## config.mk

```make
export PLATFORM = sky130hd
export DESIGN_NAME = draw_screen
export DESIGN_NICKNAME = d
export VERILOG_FILES = /design/src/draw_pkg.sv /design/src/draw_screen.sv /design/src/draw_arbiter.sv /design/src/screen_clear.sv /design/src/raster_rocket.sv /design/src/raster_circle.sv /design/src/raster_box.sv
export SDC_FILE = /design/constraint.sdc
export NUM_CORES = 1
export LEC_CHECK = 0
export ABC_AREA = 1
export BUFFER_PORTS_ARGS = -buffer_cell sky130_fd_sc_hd__buf_2
export CAP_MARGIN = 20
export CORE_AREA = 2 2 205 207
export CTS_BUF_LIST = sky130_fd_sc_hd__clkbuf_8
export CTS_CLUSTER_SIZE = 24
export DETAILED_ROUTE_END_ITERATION = 7
export DIE_AREA = 0 0 207 209
export REMOVE_ABC_BUFFERS = 1
export SLEW_MARGIN = 20
export SYNTH_ARGS = -nofsm -noshare
export SYNTH_HDL_FRONTEND = slang
export SYNTH_HIERARCHICAL = 1
export SYNTH_SLANG_ARGS = --single-unit
```

## constraint.sdc

```tcl
create_clock -name clock -period 10.14 [get_ports clock]
set_input_delay 1.014 -clock clock [delete_from_list [all_inputs] [get_ports clock]]
set_output_delay 1.014 -clock clock [all_outputs]
set_load 0.1 [all_outputs]
```

## src/draw_pkg.sv

```systemverilog
// coordinate, color, pixel and sprite types, arbiter state enum
package draw_pkg;

  typedef logic [7:0] coord_x_t; // screen column, 0..159
  typedef logic [6:0] coord_y_t; // screen row, 0..119
  typedef logic [2:0] color_t;

  // one framebuffer write
  typedef struct packed {
    coord_x_t x;
    coord_y_t y;
    color_t   color;
  } pixel_t;

  // one draw request, origin is the top-left corner of the bounding box
  typedef struct packed {
    coord_x_t x;
    coord_y_t y;
    color_t   color;
  } sprite_t;

  typedef enum logic [2:0] {
    st_wait_start,
    st_pick_asteroid,
    st_pick_laser,
    st_pick_rocket,
    st_busy,
    st_clearing
  } arb_state_e;

endpackage
```

## src/draw_screen.sv

```systemverilog
// draw_screen: top level joining the arbiter, three sprite rasterizers and the clear sweep
`timescale 1ns/1ns

module draw_screen import draw_pkg::*; #(
  parameter int SCREEN_W        = 160,
  parameter int SCREEN_H        = 120,
  parameter int FB_CREDITS      = 4,
  parameter int LASER_W         = 1,
  parameter int LASER_H         = 10,
  parameter int ASTEROID_RADIUS = 5,
  parameter int ROCKET_W        = 12,
  parameter int ROCKET_H        = 10,
  parameter int ROCKET_FLAME_H  = 2
) (
  input  logic    clock,
  input  logic    reset,
  input  logic    start,
  input  logic    game_over,
  input  logic    req_asteroid,
  input  logic    req_laser,
  input  logic    req_rocket,
  input  sprite_t sprite_asteroid,
  input  sprite_t sprite_laser,
  input  sprite_t sprite_rocket,
  input  logic    pixel_credit,
  output logic    pixel_valid,
  output pixel_t  pixel,
  output logic    done_asteroid,
  output logic    done_laser,
  output logic    done_rocket,
  output logic    done_clear
);

  logic    a_go, a_adv, a_cov, a_last;
  logic    l_go, l_adv, l_cov, l_last;
  logic    r_go, r_adv, r_cov, r_last;
  logic    c_go, c_adv, c_last;
  sprite_t a_sprite, l_sprite, r_sprite;
  pixel_t  a_cand, l_cand, r_cand, c_cand;

  draw_arbiter #(.FB_CREDITS(FB_CREDITS)) arbiter_i (
    .clock, .reset, .start, .game_over,
    .req_asteroid, .req_laser, .req_rocket,
    .sprite_asteroid, .sprite_laser, .sprite_rocket, .pixel_credit,
    .asteroid_go(a_go), .asteroid_sprite(a_sprite), .asteroid_advance(a_adv),
    .asteroid_cand(a_cand), .asteroid_covered(a_cov), .asteroid_last(a_last),
    .laser_go(l_go), .laser_sprite(l_sprite), .laser_advance(l_adv),
    .laser_cand(l_cand), .laser_covered(l_cov), .laser_last(l_last),
    .rocket_go(r_go), .rocket_sprite(r_sprite), .rocket_advance(r_adv),
    .rocket_cand(r_cand), .rocket_covered(r_cov), .rocket_last(r_last),
    .clear_go(c_go), .clear_advance(c_adv), .clear_cand(c_cand), .clear_last(c_last),
    .pixel_valid, .pixel, .done_asteroid, .done_laser, .done_rocket, .done_clear
  );

  raster_circle #(.RADIUS(ASTEROID_RADIUS)) asteroid_i (
    .clock, .reset, .go(a_go), .sprite(a_sprite), .advance(a_adv),
    .cand(a_cand), .covered(a_cov), .last(a_last)
  );

  raster_box #(.BOX_W(LASER_W), .BOX_H(LASER_H)) laser_i (
    .clock, .reset, .go(l_go), .sprite(l_sprite), .advance(l_adv),
    .cand(l_cand), .covered(l_cov), .last(l_last)
  );

  raster_rocket #(.W(ROCKET_W), .H(ROCKET_H), .FLAME_H(ROCKET_FLAME_H)) rocket_i (
    .clock, .reset, .go(r_go), .sprite(r_sprite), .advance(r_adv),
    .cand(r_cand), .covered(r_cov), .last(r_last)
  );

  screen_clear #(.SCREEN_W(SCREEN_W), .SCREEN_H(SCREEN_H)) clear_i (
    .clock, .reset, .go(c_go), .advance(c_adv), .cand(c_cand), .last(c_last)
  );

endmodule

```

## src/draw_arbiter.sv

```systemverilog
// draw_arbiter: request slots, round-robin grant, clear priority, credits, pixel mux
`timescale 1ns/1ns

module draw_arbiter import draw_pkg::*; #(
  parameter int FB_CREDITS = 4
) (
  input  logic    clock,
  input  logic    reset,
  input  logic    start,
  input  logic    game_over,
  input  logic    req_asteroid,
  input  logic    req_laser,
  input  logic    req_rocket,
  input  sprite_t sprite_asteroid,
  input  sprite_t sprite_laser,
  input  sprite_t sprite_rocket,
  input  logic    pixel_credit,
  output logic    asteroid_go,
  output sprite_t asteroid_sprite,
  output logic    asteroid_advance,
  input  pixel_t  asteroid_cand,
  input  logic    asteroid_covered,
  input  logic    asteroid_last,
  output logic    laser_go,
  output sprite_t laser_sprite,
  output logic    laser_advance,
  input  pixel_t  laser_cand,
  input  logic    laser_covered,
  input  logic    laser_last,
  output logic    rocket_go,
  output sprite_t rocket_sprite,
  output logic    rocket_advance,
  input  pixel_t  rocket_cand,
  input  logic    rocket_covered,
  input  logic    rocket_last,
  output logic    clear_go,
  output logic    clear_advance,
  input  pixel_t  clear_cand,
  input  logic    clear_last,
  output logic    pixel_valid,
  output pixel_t  pixel,
  output logic    done_asteroid,
  output logic    done_laser,
  output logic    done_rocket,
  output logic    done_clear
);

  localparam int CW = $clog2(FB_CREDITS + 1);

  arb_state_e    state;
  logic [CW-1:0] credits;
  logic          pend_a, pend_l, pend_r;
  sprite_t       slot_a, slot_l, slot_r;
  logic [2:0]    grant; // {rocket, laser, asteroid}
  logic          accept;
  logic          running;
  logic          adv;
  pixel_t        cand_sel;
  logic          covered_sel;
  logic          last_sel;

  assign accept = (state != st_clearing) && !game_over;

  always_ff @(posedge clock) begin
    if (req_asteroid && accept) slot_a <= sprite_asteroid; // newer request overwrites
    if (req_laser && accept) slot_l <= sprite_laser;
    if (req_rocket && accept) slot_r <= sprite_rocket;
  end

  assign asteroid_sprite = slot_a;
  assign laser_sprite    = slot_l;
  assign rocket_sprite   = slot_r;

  always_comb begin
    cand_sel    = clear_cand;
    covered_sel = 1'b1; // every clear pixel is written
    last_sel    = clear_last;
    if (grant[0]) begin
      cand_sel    = asteroid_cand;
      covered_sel = asteroid_covered;
      last_sel    = asteroid_last;
    end else if (grant[1]) begin
      cand_sel    = laser_cand;
      covered_sel = laser_covered;
      last_sel    = laser_last;
    end else if (grant[2]) begin
      cand_sel    = rocket_cand;
      covered_sel = rocket_covered;
      last_sel    = rocket_last;
    end
  end

  // candidate is valid only from the cycle after go
  assign running = (state == st_busy && !(asteroid_go || laser_go || rocket_go)) ||
                   (state == st_clearing && !clear_go);
  assign adv     = running && (!covered_sel || credits != '0);

  assign pixel_valid      = adv && covered_sel;
  assign pixel            = cand_sel;
  assign asteroid_advance = adv && grant[0];
  assign laser_advance    = adv && grant[1];
  assign rocket_advance   = adv && grant[2];
  assign clear_advance    = adv && (state == st_clearing);

  always_ff @(posedge clock) begin
    if (reset) begin
      credits <= CW'(FB_CREDITS);
    end else begin
      credits <= credits - CW'(pixel_valid) + CW'(pixel_credit);
    end
  end

  always_ff @(posedge clock) begin
    if (reset) begin
      state <= st_wait_start;
      pend_a <= 1'b0;
      pend_l <= 1'b0;
      pend_r <= 1'b0;
      grant <= '0;
      asteroid_go <= 1'b0;
      laser_go <= 1'b0;
      rocket_go <= 1'b0;
      clear_go <= 1'b0;
      done_asteroid <= 1'b0;
      done_laser <= 1'b0;
      done_rocket <= 1'b0;
      done_clear <= 1'b0;
    end else begin
      asteroid_go <= 1'b0;
      laser_go <= 1'b0;
      rocket_go <= 1'b0;
      clear_go <= 1'b0;
      // an abandoned job gets no done pulse
      done_asteroid <= asteroid_advance && asteroid_last && !game_over;
      done_laser <= laser_advance && laser_last && !game_over;
      done_rocket <= rocket_advance && rocket_last && !game_over;
      done_clear <= clear_advance && clear_last && !game_over;
      if (game_over) begin
        state <= st_clearing;
        clear_go <= 1'b1;
        pend_a <= 1'b0;
        pend_l <= 1'b0;
        pend_r <= 1'b0;
        grant <= '0;
      end else begin
        if (req_asteroid && accept) pend_a <= 1'b1;
        if (req_laser && accept) pend_l <= 1'b1;
        if (req_rocket && accept) pend_r <= 1'b1;
        case (state)
          st_wait_start: begin
            if (start) state <= st_pick_asteroid;
          end
          st_pick_asteroid: begin
            if (pend_a) begin
              asteroid_go <= 1'b1;
              grant <= 3'b001;
              pend_a <= req_asteroid; // a request this cycle stays pending
              state <= st_busy;
            end else begin
              state <= st_pick_laser;
            end
          end
          st_pick_laser: begin
            if (pend_l) begin
              laser_go <= 1'b1;
              grant <= 3'b010;
              pend_l <= req_laser;
              state <= st_busy;
            end else begin
              state <= st_pick_rocket;
            end
          end
          st_pick_rocket: begin
            if (pend_r) begin
              rocket_go <= 1'b1;
              grant <= 3'b100;
              pend_r <= req_rocket;
              state <= st_busy;
            end else begin
              state <= st_pick_asteroid;
            end
          end
          st_busy: begin
            if (adv && last_sel) begin
              grant <= '0;
              if (grant[0]) state <= st_pick_laser;
              else if (grant[1]) state <= st_pick_rocket;
              else state <= st_pick_asteroid;
            end
          end
          st_clearing: begin
            if (clear_advance && clear_last) state <= st_wait_start;
          end
          default: state <= st_wait_start;
        endcase
      end
    end
  end

endmodule

```

## src/screen_clear.sv

```systemverilog
// screen_clear: full-screen row-major sweep in black
`timescale 1ns/1ns

module screen_clear import draw_pkg::*; #(
  parameter int SCREEN_W = 160,
  parameter int SCREEN_H = 120
) (
  input  logic   clock,
  input  logic   reset,
  input  logic   go,
  input  logic   advance,
  output pixel_t cand,
  output logic   last
);

  localparam coord_x_t LAST_COL = coord_x_t'(SCREEN_W - 1);
  localparam coord_y_t LAST_ROW = coord_y_t'(SCREEN_H - 1);

  logic     active;
  coord_x_t col;
  coord_y_t row;

  always_ff @(posedge clock) begin
    if (reset) begin
      active <= 1'b0;
      col <= '0;
      row <= '0;
    end else if (go) begin
      active <= 1'b1; // restarts from the top-left even mid-sweep
      col <= '0;
      row <= '0;
    end else if (active && advance) begin
      if (last) begin
        active <= 1'b0;
      end else if (col == LAST_COL) begin
        col <= '0;
        row <= row + 1'b1;
      end else begin
        col <= col + 1'b1;
      end
    end
  end

  assign last       = (col == LAST_COL) && (row == LAST_ROW);
  assign cand.x     = col;
  assign cand.y     = row;
  assign cand.color = '0;

endmodule

```

## src/raster_rocket.sv

```systemverilog
// raster_rocket: box scan with cone, center column and exhaust coverage
`timescale 1ns/1ns

module raster_rocket import draw_pkg::*; #(
  parameter int W       = 12,
  parameter int H       = 10,
  parameter int FLAME_H = 2
) (
  input  logic    clock,
  input  logic    reset,
  input  logic    go,
  input  sprite_t sprite,
  input  logic    advance,
  output pixel_t  cand,
  output logic    covered,
  output logic    last
);

  localparam coord_x_t LAST_COL  = coord_x_t'(W - 1);
  localparam coord_y_t LAST_ROW  = coord_y_t'(H - 1);
  localparam coord_x_t CENTER    = coord_x_t'(W / 2 - 1);
  localparam coord_y_t CONE_ROWS = coord_y_t'(H - FLAME_H);
  localparam coord_x_t FLAME_L   = coord_x_t'(2); // exhaust spans columns 2..8
  localparam coord_x_t FLAME_R   = coord_x_t'(8);

  logic     active;
  coord_x_t col;
  coord_y_t row;
  sprite_t  org;

  logic signed [8:0] dx;
  logic [8:0]        adx;
  logic              in_cone;
  logic              in_flame;

  always_ff @(posedge clock) begin
    if (reset) begin
      active <= 1'b0;
      col <= '0;
      row <= '0;
    end else if (go) begin
      active <= 1'b1;
      col <= '0;
      row <= '0;
    end else if (active && advance) begin
      if (last) begin
        active <= 1'b0;
      end else if (col == LAST_COL) begin
        col <= '0;
        row <= row + 1'b1;
      end else begin
        col <= col + 1'b1;
      end
    end
  end

  always_ff @(posedge clock) begin
    if (go) org <= sprite;
  end

  // cone widens by one column each side per row
  assign dx       = 9'(col) - 9'(CENTER);
  assign adx      = dx[8] ? 9'(-dx) : 9'(dx);
  assign in_cone  = (row < CONE_ROWS) && (adx <= 9'(row));
  assign in_flame = (row >= CONE_ROWS) && (col >= FLAME_L) && (col <= FLAME_R);

  assign last       = (col == LAST_COL) && (row == LAST_ROW);
  assign covered    = active && (in_cone || in_flame || col == CENTER);
  assign cand.x     = org.x + col;
  assign cand.y     = org.y + row;
  assign cand.color = org.color;

endmodule

```

## src/raster_circle.sv

```systemverilog
// raster_circle: square scan with squared-distance test for a filled circle
`timescale 1ns/1ns

module raster_circle import draw_pkg::*; #(
  parameter int RADIUS = 5
) (
  input  logic    clock,
  input  logic    reset,
  input  logic    go,
  input  sprite_t sprite,
  input  logic    advance,
  output pixel_t  cand,
  output logic    covered,
  output logic    last
);

  localparam int       CENTER   = RADIUS - 1;
  localparam coord_x_t LAST_COL = coord_x_t'(2 * RADIUS - 1);
  localparam coord_y_t LAST_ROW = coord_y_t'(2 * RADIUS - 1);
  localparam logic signed [17:0] R_SQ = 18'(RADIUS * RADIUS);

  logic     active;
  coord_x_t col;
  coord_y_t row;
  sprite_t  org;

  logic signed [8:0]  dx;
  logic signed [8:0]  dy;
  logic signed [17:0] dist2;

  always_ff @(posedge clock) begin
    if (reset) begin
      active <= 1'b0;
      col <= '0;
      row <= '0;
    end else if (go) begin
      active <= 1'b1;
      col <= '0;
      row <= '0;
    end else if (active && advance) begin
      if (last) begin
        active <= 1'b0;
      end else if (col == LAST_COL) begin
        col <= '0;
        row <= row + 1'b1;
      end else begin
        col <= col + 1'b1;
      end
    end
  end

  always_ff @(posedge clock) begin
    if (go) org <= sprite;
  end

  // distance measured from the center at origin + RADIUS-1
  assign dx    = 9'(col) - 9'(CENTER);
  assign dy    = 9'(row) - 9'(CENTER);
  assign dist2 = dx * dx + dy * dy;

  assign last       = (col == LAST_COL) && (row == LAST_ROW);
  assign covered    = active && (dist2 < R_SQ);
  assign cand.x     = org.x + col;
  assign cand.y     = org.y + row;
  assign cand.color = org.color;

endmodule

```

## src/raster_box.sv

```systemverilog
// raster_box: row-major rectangle scan, every pixel covered
`timescale 1ns/1ns

module raster_box import draw_pkg::*; #(
  parameter int BOX_W = 1,
  parameter int BOX_H = 10
) (
  input  logic    clock,
  input  logic    reset,
  input  logic    go,
  input  sprite_t sprite,
  input  logic    advance,
  output pixel_t  cand,
  output logic    covered,
  output logic    last
);

  localparam coord_x_t LAST_COL = coord_x_t'(BOX_W - 1);
  localparam coord_y_t LAST_ROW = coord_y_t'(BOX_H - 1);

  logic     active;
  coord_x_t col; // offset from origin
  coord_y_t row;
  sprite_t  org;

  always_ff @(posedge clock) begin
    if (reset) begin
      active <= 1'b0;
      col <= '0;
      row <= '0;
    end else if (go) begin
      active <= 1'b1;
      col <= '0;
      row <= '0;
    end else if (active && advance) begin
      if (last) begin
        active <= 1'b0;
      end else if (col == LAST_COL) begin
        col <= '0;
        row <= row + 1'b1;
      end else begin
        col <= col + 1'b1;
      end
    end
  end

  always_ff @(posedge clock) begin
    if (go) org <= sprite; // position and color frozen for the whole job
  end

  assign last       = (col == LAST_COL) && (row == LAST_ROW);
  assign covered    = active;
  assign cand.x     = org.x + col;
  assign cand.y     = org.y + row;
  assign cand.color = org.color;

endmodule

```

# [Yosys cells after proc, flatten, opt, wreduce, memory -nomap -nowiden]
# Cells that the tools add are included.
# Widths: inputs -> output; s select.
[word_totals] ff_bits=192 inputBits=62 out_inout_bits=23 word_cells=237
[classes] add_sub_neg=21 n_mul=2 n_lt_le_gt_ge=6 n_eq_ne=23 muxes=54 bitwise_logic=7 reduce_logical=79
[op_table] operator="$mux 18" count=3
[op_table] operator="$mux 3" count=12
[op_table] operator="$logic_and 1x1->1" count=34
[op_table] operator="$add 8x1->8 const B" count=4
[op_table] operator="$mux 8" count=4
[op_table] operator="$mux 1" count=31
[op_table] operator="$add 7x1->7 const B" count=4
[op_table] operator="$add 8x8->8" count=3
[op_table] operator="$add 7x7->7" count=3
[op_table] operator="$eq 7x4->1 const B" count=3
[op_table] operator="$add 18x18->18" count=1
[op_table] operator="$lt 18x6->1 const B" count=1
[op_table] operator="$mul 9x9->18" count=1
[op_table] operator="$pmux 3 s6" count=1
[op_table] operator="$reduce_and 3->1" count=6
[op_table] operator="$sub 8x3->9 const B" count=2
[op_table] operator="$eq 8x4->1 const B" count=2
[op_table] operator="$mul 8x8->16" count=1
[op_table] operator="$reduce_and 2->1" count=8
[op_table] operator="$reduce_bool 2->1" count=8
[op_table] operator="$ne 3x3->1 const B" count=4
[op_table] operator="$pmux 3 s4" count=1
[op_table] operator="$reduce_or 2->1" count=5
[op_table] operator="$le 9x7->1" count=1
[op_table] operator="other kinds (27)" count=49

# [Logic depth before layout (Yosys ltp)]
# Gate-level depths: netlist of the first run.
[depth] depth_word=19 mapped_depth=45

# [Cells and area by module]
# The synthesis of the first run kept the hierarchy.
[by_module_without_submodules] mod="raster_circle" n_inst=1 cells_per_inst=840 area_per_inst_um2=7395.8 seq_area_each_um2=860.8
[by_module_without_submodules] mod="draw_arbiter" n_inst=1 cells_per_inst=314 area_per_inst_um2=3180.6 seq_area_each_um2=2021.9
[by_module_without_submodules] mod="raster_rocket" n_inst=1 cells_per_inst=306 area_per_inst_um2=2596.2 seq_area_each_um2=860.8
[by_module_without_submodules] mod="raster_box" n_inst=1 cells_per_inst=252 area_per_inst_um2=2119.5 seq_area_each_um2=860.8
[by_module_without_submodules] mod="screen_clear" n_inst=1 cells_per_inst=152 area_per_inst_um2=992.2 seq_area_each_um2=320.3

# [Worst setup path before layout of the first run]
# No wires, ideal clock.
[synth_timing] kind="register to register" startpoint="reg asteroid_i.col[2]" endpoint="reg arbiter_i.credits[2]" setup_ps=62 t_arrival_ps=8228 t_required_ps=10078 setup_slack_ps=1850 path_stages_with_launch=43 n_path_buf=0 synth_period_minus_slack_ps=8290 path_cell_list="dfxtp_1 inv_1 ha_1 nand3_1 nor2_2 inv_1 nor2_1 inv_1 fa_1 inv_1 fa_1 inv_1 fa_1 inv_1 fa_1 fa_1 inv_1 fa_1 (+7 left out) nand2_1 xor2_1 nand4_1 a21oi_1 nand2_1 nand3_1 nand2_2 nand2_4 inv_2 nand2_1 inv_1 ha_1 inv_1 ha_1 inv_1 fa_1 or2_2 nand3_1"
[synth_between] elab_chain_len=12
[synth_lines] item="from (decl)" line="raster_circle.sv:23" source="coord_x_t col;"
[synth_lines] item="from (signal assigned)" line="raster_circle.sv:47" source="col <= col + 1'b1;"
[synth_lines] item="$sub 8x3->9 (*)" line="raster_circle.sv:57" source="assign dx = 9'(col) - 9'(CENTER);"
[synth_lines] item="$mul 9x9->18 (*)" line="raster_circle.sv:59" source="assign dist2 = dx * dx + dy * dy;"
[synth_lines] item="$add 18x18->18 (*)" line="raster_circle.sv:59"
[synth_lines] item="$lt 18x6->1 (*)" line="raster_circle.sv:62" source="assign covered = active && (dist2 < R_SQ);"
[synth_lines] item="$logic_and 1x1->1 (*)" line="raster_circle.sv:62"
[synth_lines] item="net a_cov" line="draw_screen.sv:34" source="logic a_go, a_adv, a_cov, a_last;"
[synth_lines] item="$mux 1 (*)" line="draw_arbiter.sv:78" source="if (grant[0]) begin"
[synth_lines] item="$logic_not 1->1" line="draw_arbiter.sv:96" source="assign adv = running && (!covered_sel || credits != '0);"
[synth_lines] item="$logic_or 1x1->1" line="draw_arbiter.sv:96"
[synth_lines] item="$logic_and 1x1->1" line="draw_arbiter.sv:96"
[synth_lines] item="$logic_and 1x1->1 (*)" line="draw_arbiter.sv:98" source="assign pixel_valid = adv && covered_sel;"
[synth_lines] item="net pixel_valid" line="draw_screen.sv:26" source="output logic pixel_valid,"
[synth_lines] item="$sub 3x1->3 (*)" line="draw_arbiter.sv:109" source="credits <= credits - CW'(pixel_valid) + CW'(pixel_credit);"
[synth_lines] item="$add 3x1->3 (*)" line="draw_arbiter.sv:109"
[synth_lines] item="to (signal assigned)" line="draw_arbiter.sv:107" source="credits <= CW'(FB_CREDITS);"
[synth_lines] item="to (signal assigned)" line="draw_arbiter.sv:109"
[synth_lines] item="to (decl)" line="draw_arbiter.sv:51" source="logic [CW-1:0] credits;"
# The timed path passes the listed nets; every way through them passes the cells marked *.
# A chain may end at the register's enable or synchronous reset.

# [Final worst setup path of the first run]
[layout_timing] startpoint="reg asteroid_i.col[2]" endpoint="out pixel_valid"
[layout_between] elab_chain_len=10
[layout_lines] item="$sub 8x3->9 (*)" line="raster_circle.sv:57"
[layout_lines] item="$mul 9x9->18 (*)" line="raster_circle.sv:59"
[layout_lines] item="$add 18x18->18 (*)" line="raster_circle.sv:59"
[layout_lines] item="$lt 18x6->1 (*)" line="raster_circle.sv:62"
[layout_lines] item="$logic_and 1x1->1 (*)" line="raster_circle.sv:62"
[layout_lines] item="net a_cov" line="draw_screen.sv:34"
[layout_lines] item="$mux 1 (*)" line="draw_arbiter.sv:78"
[layout_lines] item="$logic_not 1->1" line="draw_arbiter.sv:96"
[layout_lines] item="$logic_or 1x1->1" line="draw_arbiter.sv:96"
[layout_lines] item="$logic_and 1x1->1" line="draw_arbiter.sv:96"
[layout_lines] item="$logic_and 1x1->1 (*)" line="draw_arbiter.sv:98"
[layout_lines] item="to (decl)" line="draw_screen.sv:26"
# Marks and branches as above.

==> results by group, run 1 <==
Status
  • Outcome: finished clean

Worst setup path
  • Crit Path Max Fanout: 9
  • Crit path arrival time: roughly 8.4 ns
  • CP Class: flop to output pin
  • Cell mode on critical path: inv_1
  • Required @ worst endpoint: 9.13 ns
  • Setup crit start kind: flop
  • Worst path slowest cell: fa_1
  • Largest stage delay, worst path: approximately 0.55 ns
  • Critical Path Sink Type: output pin

Floorplan
  • DIE WIDTH: about 210 µm
  • Die area: 0.0433 mm²
  • Ports: 85
  • Die height: ~210 µm
  • Effective utilization at floorplan: approximately two fifths
  • Core Area: 0.0413 mm²
  • Cell Rows: 75

Power and ir drop
  • Worst vdd ir: between 0.15 and 0.2 mV
  • Lkg Pwr: about 8.4 nW
  • Areal power density over the cells: between 80 and 90 mW/mm²
  • Design Power: between 1.5 and 2 mW

GRT
  • Vias in the first global route: 11900
  • Largest net degree at the start of global routing: 26
  • GRT Total Usage: between 15 and 20%
  • Total gr overflow: 0
  • First-pass GRT wire length: 60600 µm
  • Initial antenna violation count: 0

Timing
  • Max Slew Vio Count: 0
  • Tightest Pin Transition: between 0.9 and 1 ns
  • Final Hold Viols: 0
  • Crit share post-route: roughly 93%
  • Clk_skew: about 0.021 ns
  • Final setup violating endpoints: 0
  • Fmax: between 100 and 150 MHz
  • RSZ-0062 raised after global routing: false
  • Setup TNS: 0 ns
  • Shortest period the worst path allows: about 9.4 ns
  • Rel. slew slack: 37.9%

Hold path
  • Hold Path Class: flop to flop

Detailed routing
  • Antenna Violating Nets Remaining: 0
  • DRT iter0 DRCs: around 600
  • Overall via count from detail_route: between 10000 and 15000
  • Average wire per standard cell: around 15 µm
  • Vias/cell: around 4.8
  • Residual DRC: 0
  • TritonRoute pass-1 iters: 5
  • Final wirelength: between 30000 and 40000 µm

Cells and area
  • Layout cells sized above 1: a little over a tenth
  • Cell area after layout: ~0.018 mm²
  • Layout area overhead: 8.29%
  • Nets: around 2300
  • Commonest non-fill, non-tap cell in the layout: inv_1
  • Multi-input logic area: between 0.009 and 0.01 mm²
  • Diodes inserted: 0
  • Most frequent cells in the layout: inv_1 (360), nand2_1 (305), nor2_1 (190)
  • Filler cells: between 4000 and 5000
  • FF+latch area: 0.00492 mm²
  • Final Util: between 40% and 50%

Clock network
  • Clk slew on worst S/H paths: between 0.1 and 0.15 ns
  • Clk root buf: clkbuf_8
  • CTS Sinks: between 150 and 200
  • Skew-Pair Late Insertion Delay: just under 0.5 ns
  • CTS Buffer Depth: 2
  • CTS tree: done
  • Hold_buf cts: 0
  • H-Tree Depth: 4
  • CTS buffer count: 17

Synthesis
  • Syn avg cell area: about 8.7 µm²
  • Top-area cell type share of the netlist area: 19.9%
  • Cell Area, Synth: approximately 0.016 mm²
  • Netlist cell types: between 50 and 60
  • Leading area contributor after synthesis: edfxtp_1
  • Post-Synthesis Cells: about 1900
  • Total of warnings raised by yosys: 6
  • Register bit total from synthesis: between 150 and 200
  • Largest cells by area after synthesis: edfxtp_1 (20%), fa_1 (18%), dfxtp_1 (10%)
  • Post-synthesis sequential area ratio: a little under a third

Flow run
  • Max-cap violations: 0

Placement
  • Hpwl dp: slightly above 30000 µm
  • Count of input and output buffers: 84
  • Gpl congestion: approximately 0.9
  • Post-place instance area: 0.0172 mm²
## worst paths after layout
path                                           start                               to  slack [ns]  cells after the start
max                   asteroid_i/col[2]$_SDFFE_PP0P_                      pixel_valid        0.71                     37
min          arbiter_i/asteroid_sprite[15]$_DFFE_PP_     asteroid_i/org[15]$_DFFE_PP_        0.42                      0
max reg2reg           asteroid_i/col[2]$_SDFFE_PP0P_  arbiter_i/credits[2]$_SDFF_PP1_        1.19                     43
min reg2reg  arbiter_i/asteroid_sprite[15]$_DFFE_PP_     asteroid_i/org[15]$_DFFE_PP_        0.42                      0
## area by class of cell
type	instances	share of cell area, %
multi-input combinational	1256	55.1
clock buffer	17	1.33
sequential	192	27.9
inverter	379	8.20
timing repair buffer	90	2.64
clock inverter	15	1.01
tap	539	3.82
## Yosys cell counts, drive strengths merged
| library cell | instances |
|---|---|
| a31oi | 2 |
| nand4 | 22 |
| o2111ai | 1 |
| dfxtp | 84 |
| a21oi | 103 |
| inv | 374 |
| edfxtp | 108 |
| nor3 | 21 |
| clkbuf | 17 |
| o21ai | 46 |
| o211ai | 19 |
| nor3b | 4 |
| nor4 | 1 |
| xnor2 | 31 |
| buf | 23 |
| fa | 147 |
| a21o | 8 |
| o21bai | 5 |
| nor2 | 205 |
| nand3 | 109 |
| a211oi | 3 |
| a21boi | 1 |
| a311oi | 1 |
| o21a | 1 |
| xor2 | 55 |
| o31ai | 2 |
| clkinv | 5 |
| or2 | 4 |
| nand2 | 321 |
| ha | 131 |
| a31o | 2 |
| nand3b | 5 |
| conb | 3 |
## power by group
part / internal (mW) / switching, mW / leakage [nW] / total (mW)
Sequential: 0.840 / 0.00915 / 1.67 / 0.849
Combinational: 0.0593 / 0.108 / 6.48 / 0.167
Clock: 0.228 / 0.300 / 0.206 / 0.529
## worst max-delay path, delay by kind of cell, from the launching register on
kind / cells / cell delay [ns]
compound gates: 2 / 0.63
fa+ha+maj: 8 / 3.66
buf+inv: 12 / 1.33
flops: 1 / 0.33
simple gates: 15 / 1.96
## layer usage
metal,wire length (µm),vias to the layer above,track usage [%]
met5,0,-,0
met4,707,0,4.70
met3,1190,30,2.10
met2,18000,213,30.4
met1,17400,5651,23.1
li1,-,5993,-
## flip-flops by register name, summed over array words and instances (netlist names), 8 cells and up
signal                     count
arbiter_i/rocket_sprite       18
arbiter_i/asteroid_sprite     18
rocket_i/org                  15
asteroid_i/col                 8
arbiter_i/laser_sprite        18
rocket_i/col                   8
laser_i/col                    8
clear_i/col                    8
asteroid_i/org                15
laser_i/org                   15
## cells by family after synthesis
family          share of synthesized area [%]
other cells                            0.0691
flops                                    30.2
fa+ha+maj                                28.1
buf+inv                                  10.2
xor+xnor                                 4.63
simple gates                             19.7
compound gates                           6.95
## metrics by stage
step	worst slack (ns)	cells	hold WS, ns
3_5_place_dp	0.998	2456	0.405
2_1_floorplan	1.73	1827	0.400
3_3_place_gp	1.12	2456	0.401
5_1_grt	0.134	2488	0.433
4_1_cts	0.424	2488	0.421
6_report	0.715	2488	0.417
## timing repair
action,CTS,global route
resized for setup,0,1
setup endpoints to repair,0,1
endpoints found under the hold margin,0,0
buffers inserted,0,0
Note: power is estimated with default switching activity, not from simulation.
==> inputs of run 2 (changes only) <==
--- a/config.mk
+++ b/config.mk
@@ -5,14 +5,13 @@
 export SDC_FILE = /design/constraint.sdc
 export NUM_CORES = 1
 export LEC_CHECK = 0
-export ABC_AREA = 1
 export BUFFER_PORTS_ARGS = -buffer_cell sky130_fd_sc_hd__buf_2
 export CAP_MARGIN = 20
-export CORE_AREA = 2 2 205 207
+export CORE_AREA = 2 2 202 204
 export CTS_BUF_LIST = sky130_fd_sc_hd__clkbuf_8
 export CTS_CLUSTER_SIZE = 24
 export DETAILED_ROUTE_END_ITERATION = 7
-export DIE_AREA = 0 0 207 209
+export DIE_AREA = 0 0 204 206
 export REMOVE_ABC_BUFFERS = 1
 export SLEW_MARGIN = 20
 export SYNTH_ARGS = -nofsm -noshare
==> run 2 against run 1 <==
Effect of this change: die area decreased by 2.9%; global-route usage decreased by 0.31 points; clock skew decreased by 0.0026 ns; total power decreased by 4.3%; fmax decreased by 2.9%; critical endpoint unchanged.
==> results by group, run 2 <==
Synthesis
  • Top-area cell type share of the netlist area: 20.6%
  • Post-Synthesis Cells: about 1600
  • Synth cell count leaders: inv_1 (255), fa_1 (147), nor2_1 (135)
  • Multiplexer share of the synthesized area: ~2.1%
  • Register bit total from synthesis: between 150 and 200
  • Total of warnings raised by yosys: 6
  • Simple-gate share of the synthesized area: between 10 and 15%
  • Post-synthesis async set-or-reset flop share: 0%
  • EDFF count, synth: around 110
  • Netlist cell types: a little under 100
  • Post-synthesis sequential area ratio: about a third
  • Syn avg cell area: about 10 µm²
  • Top-count cell post-synth: inv_1
  • Largest cells by area after synthesis: edfxtp_1 (21%), fa_1 (19%), dfxtp_1 (11%)
  • Synth Flop Type: edfxtp_1
  • Leading area contributor after synthesis: edfxtp_1
  • Post-synthesis compound-gate area fraction: under 10%
  • Post-synthesis adder-cell area fraction: between 20% and 30%
  • Cell Area, Synth: approximately 0.016 mm²
  • Largest family of logic cells by synthesized area: adder cells
  • Synth Area in XOR/XNOR: 5.63%

Hold path
  • Hold path start: arbiter_i/asteroid_sprite[6]$_DFFE_PP_
  • WHS Endpoint: asteroid_i/org[6]$_DFFE_PP_
  • Hold Path Class: flop to flop
  • Worst Hold Path Cells: 0

Power and ir drop
  • Lkg Pwr: approximately 7.3 nW
  • Areal power density over the cells: 87.1 mW/mm²
  • NetSw: around 0.38 mW
  • Clock power frac: between 30 and 40%
  • Comb power frac: roughly a tenth
  • Share of power burned in registers: around 58%
  • Worst vdd ir: around 0.12 mV
  • Cell Int Power: 1.10 mW
  • Switch share: between 20% and 30%

Detailed routing
  • Vias/cell: about 4.9
  • DRT iter0 DRCs: around 570
  • TritonRoute pass-1 iters: 5
  • Met1 wire length: ~16000 µm
  • Average wire per standard cell: 16.0 µm
  • Final wirelength: about 35000 µm
  • Met2 WL: 17400 µm
  • Top sig layer: met4
  • Overall via count from detail_route: about 11000
  • Metal3 WL: 816 µm
  • Antenna Violating Nets Remaining: 0
  • Residual DRC: 0

GRT
  • Initial antenna violation count: 0
  • GRT Total Usage: 17.2%
  • Largest net degree at the start of global routing: 40
  • First-pass GRT wire length: about 57000 µm
  • Total gr overflow: 0
  • Vias in the first global route: ~11000

Cells and area
  • Layout cells sized above 1: 10.6%
  • Diodes inserted: 0
  • Nets: between 1500 and 2000
  • Multi-input logic area: about 0.0096 mm²
  • Final Util: roughly 42%
  • Commonest non-fill, non-tap cell in the layout: inv_1
  • FF+latch area: approximately 0.0049 mm²
  • Most frequent cells in the layout: inv_1 (257), fa_1 (147), nor2_1 (135)
  • Layout area overhead: 7.94%
  • Filler cells: approximately 4000

Worst setup path
  • Worst Reg-to-Reg Cells: 37
  • Setup crit start kind: flop
  • CP Class: flop to output pin
  • Largest stage delay, worst path: about 0.60 ns
  • Worst path slowest cell: fa_1
  • Cell mode on critical path: inv_1
  • Required @ worst endpoint: ~9.1 ns
  • Critical R2R Launch: asteroid_i/col[2]$_SDFFE_PP0P_
  • Crit path arrival time: 8.69 ns
  • R2R Setup Slk: approximately 0.8 ns
  • Critical Path Sink Type: output pin
  • Crit Path Max Fanout: 9
  • R2R Path End: arbiter_i/credits[2]$_SDFF_PP1_

Clock network
  • Setup Buffers After CTS: 0
  • CTS Buffer Depth: 2
  • CTS tree: done
  • Skew-Pair Late Insertion Delay: 0.48 ns
  • CTS buffer count: 17
  • CTS Sinks: roughly 190
  • H-Tree Depth: 4
  • Clk slew on worst S/H paths: about 0.11 ns
  • Clk root buf: clkbuf_8

Timing
  • Final Hold Viols: 0
  • Setup TNS: 0 ns
  • Rel. slew slack: between 20% and 30%
  • RSZ-0062 raised after global routing: false
  • Final setup margin: approximately 0.43 ns
  • Tightest Pin Transition: about 1.1 ns
  • Max Slew Vio Count: 0
  • Clk_skew: 0.0182 ns
  • Shortest period the worst path allows: roughly 9.7 ns
  • Crit share post-route: between 90% and 100%
  • Fmax: just over 100 MHz
  • Final setup violating endpoints: 0

Status
  • Outcome: finished clean

Floorplan
  • Cell Rows: 74
  • Core Area: 0.0402 mm²
  • Die area: between 0.04 and 0.05 mm²
  • DIE WIDTH: 204 µm
  • Die height: 206 µm
  • Ports: 85
  • Effective utilization at floorplan: 39.1%

Placement
  • Hpwl dp: ~29000 µm
  • Worst slack, placed: around 0.60 ns
  • Count of input and output buffers: 84
  • Gpl congestion: just over 0.9

Flow run
  • Max-cap violations: 0
## run 2: cell count changes after synthesis, moves of 18 or more
cell | before | now
nand2_1 | 305 | 89
inv_1 | 359 | 255
nand3_1 | 100 | 26
nor2_1 | 191 | 135
xnor2_1 | 31 | 69
mux2i_1 | 0 | 30
xor2_1 | 55 | 32
o21ai_0 | 35 | 56
nand2b_1 | 0 | 20
a21oi_1 | 93 | 75
## run 2: logic make-up after synthesis
group                    after synthesis
adder cells (fa/ha/maj)              278
multiplexers                          32
buffers and inverters                308
flip-flops                           192
other                                  3
XOR/XNOR                             101
AND/OR/NAND/NOR                      431
AO/OA/AOI/OAI                        233
## run 2: routing by layer
metal / global-route usage [%] / vias to the layer above
li1: - / 5375
met1: 22.5 / 5191
met2: 30.0 / 176
met3: 1.81 / 34
met4: 5.25 / 0
met5: 0 / -
## run 2: power groups by stage
stage | combinational (mW) | sequential [mW] | clock (mW)
after floorplan | 0.108 | 0.867 | 0
after global placement | 0.148 | 0.870 | 0
after detailed placement | 0.153 | 0.870 | 0
after CTS | 0.153 | 0.853 | 0.488
after global routing | 0.171 | 0.855 | 0.517
final | 0.153 | 0.853 | 0.472
## run 2: cell type report
class,instances,share of cell area (%)
clock buffer,18,1.46
clock inverter,14,0.694
inverter,256,5.67
multi-input combinational,1081,56.4
sequential,192,29.0
tap,532,3.93
timing repair buffer,91,2.80
## run 2: critical path: cells and delay by family, from the launching register on
kind / cells / cell delay [ns]
and+or+nand+nor: 6 / 0.90
AOI/OAI and AO/OA: 6 / 1.56
adders and majority gates: 8 / 4.10
DFF: 1 / 0.49
buffers and inverters: 10 / 1.16
## run 2: metrics by stage
step / hold WS (ns) / std cells / instance area (µm²) / power (mW)
2_1_floorplan: 0.400 / 1529 / 15400 / 0.975
3_3_place_gp: 0.402 / 2152 / 16600 / 1.02
3_5_place_dp: 0.405 / 2152 / 16600 / 1.02
4_1_cts: 0.414 / 2184 / 16900 / 1.49
5_1_grt: 0.434 / 2184 / 17000 / 1.54
6_report: 0.418 / 2184 / 17000 / 1.48
## run 2: worst max-delay path by stage
stage | startpoint | endpoint | slack (ns) | depth (start not counted)
finish | asteroid_i/col[2]$_SDFFE_PP0P_ | pixel_valid | 0.43 | 30
global route | asteroid_i/row[2]$_SDFFE_PP0P_ | pixel_valid | 0.03 | 29
CTS | asteroid_i/row[2]$_SDFFE_PP0P_ | pixel_valid | 0.05 | 29
detailed placement | asteroid_i/row[2]$_SDFFE_PP0P_ | pixel_valid | 0.60 | 29
global placement | asteroid_i/row[2]$_SDFFE_PP0P_ | pixel_valid | 0.84 | 29
floorplan | asteroid_i/row[2]$_SDFFE_PP0P_ | arbiter_i/credits[2]$_SDFF_PP1_ | 0.39 | 36
## run 2: repair_timing
action | in CTS | in global routing
gates resized for setup | 0 | 8
hold buffers | 0 | 0
endpoints found under the setup margin | 0 | 3
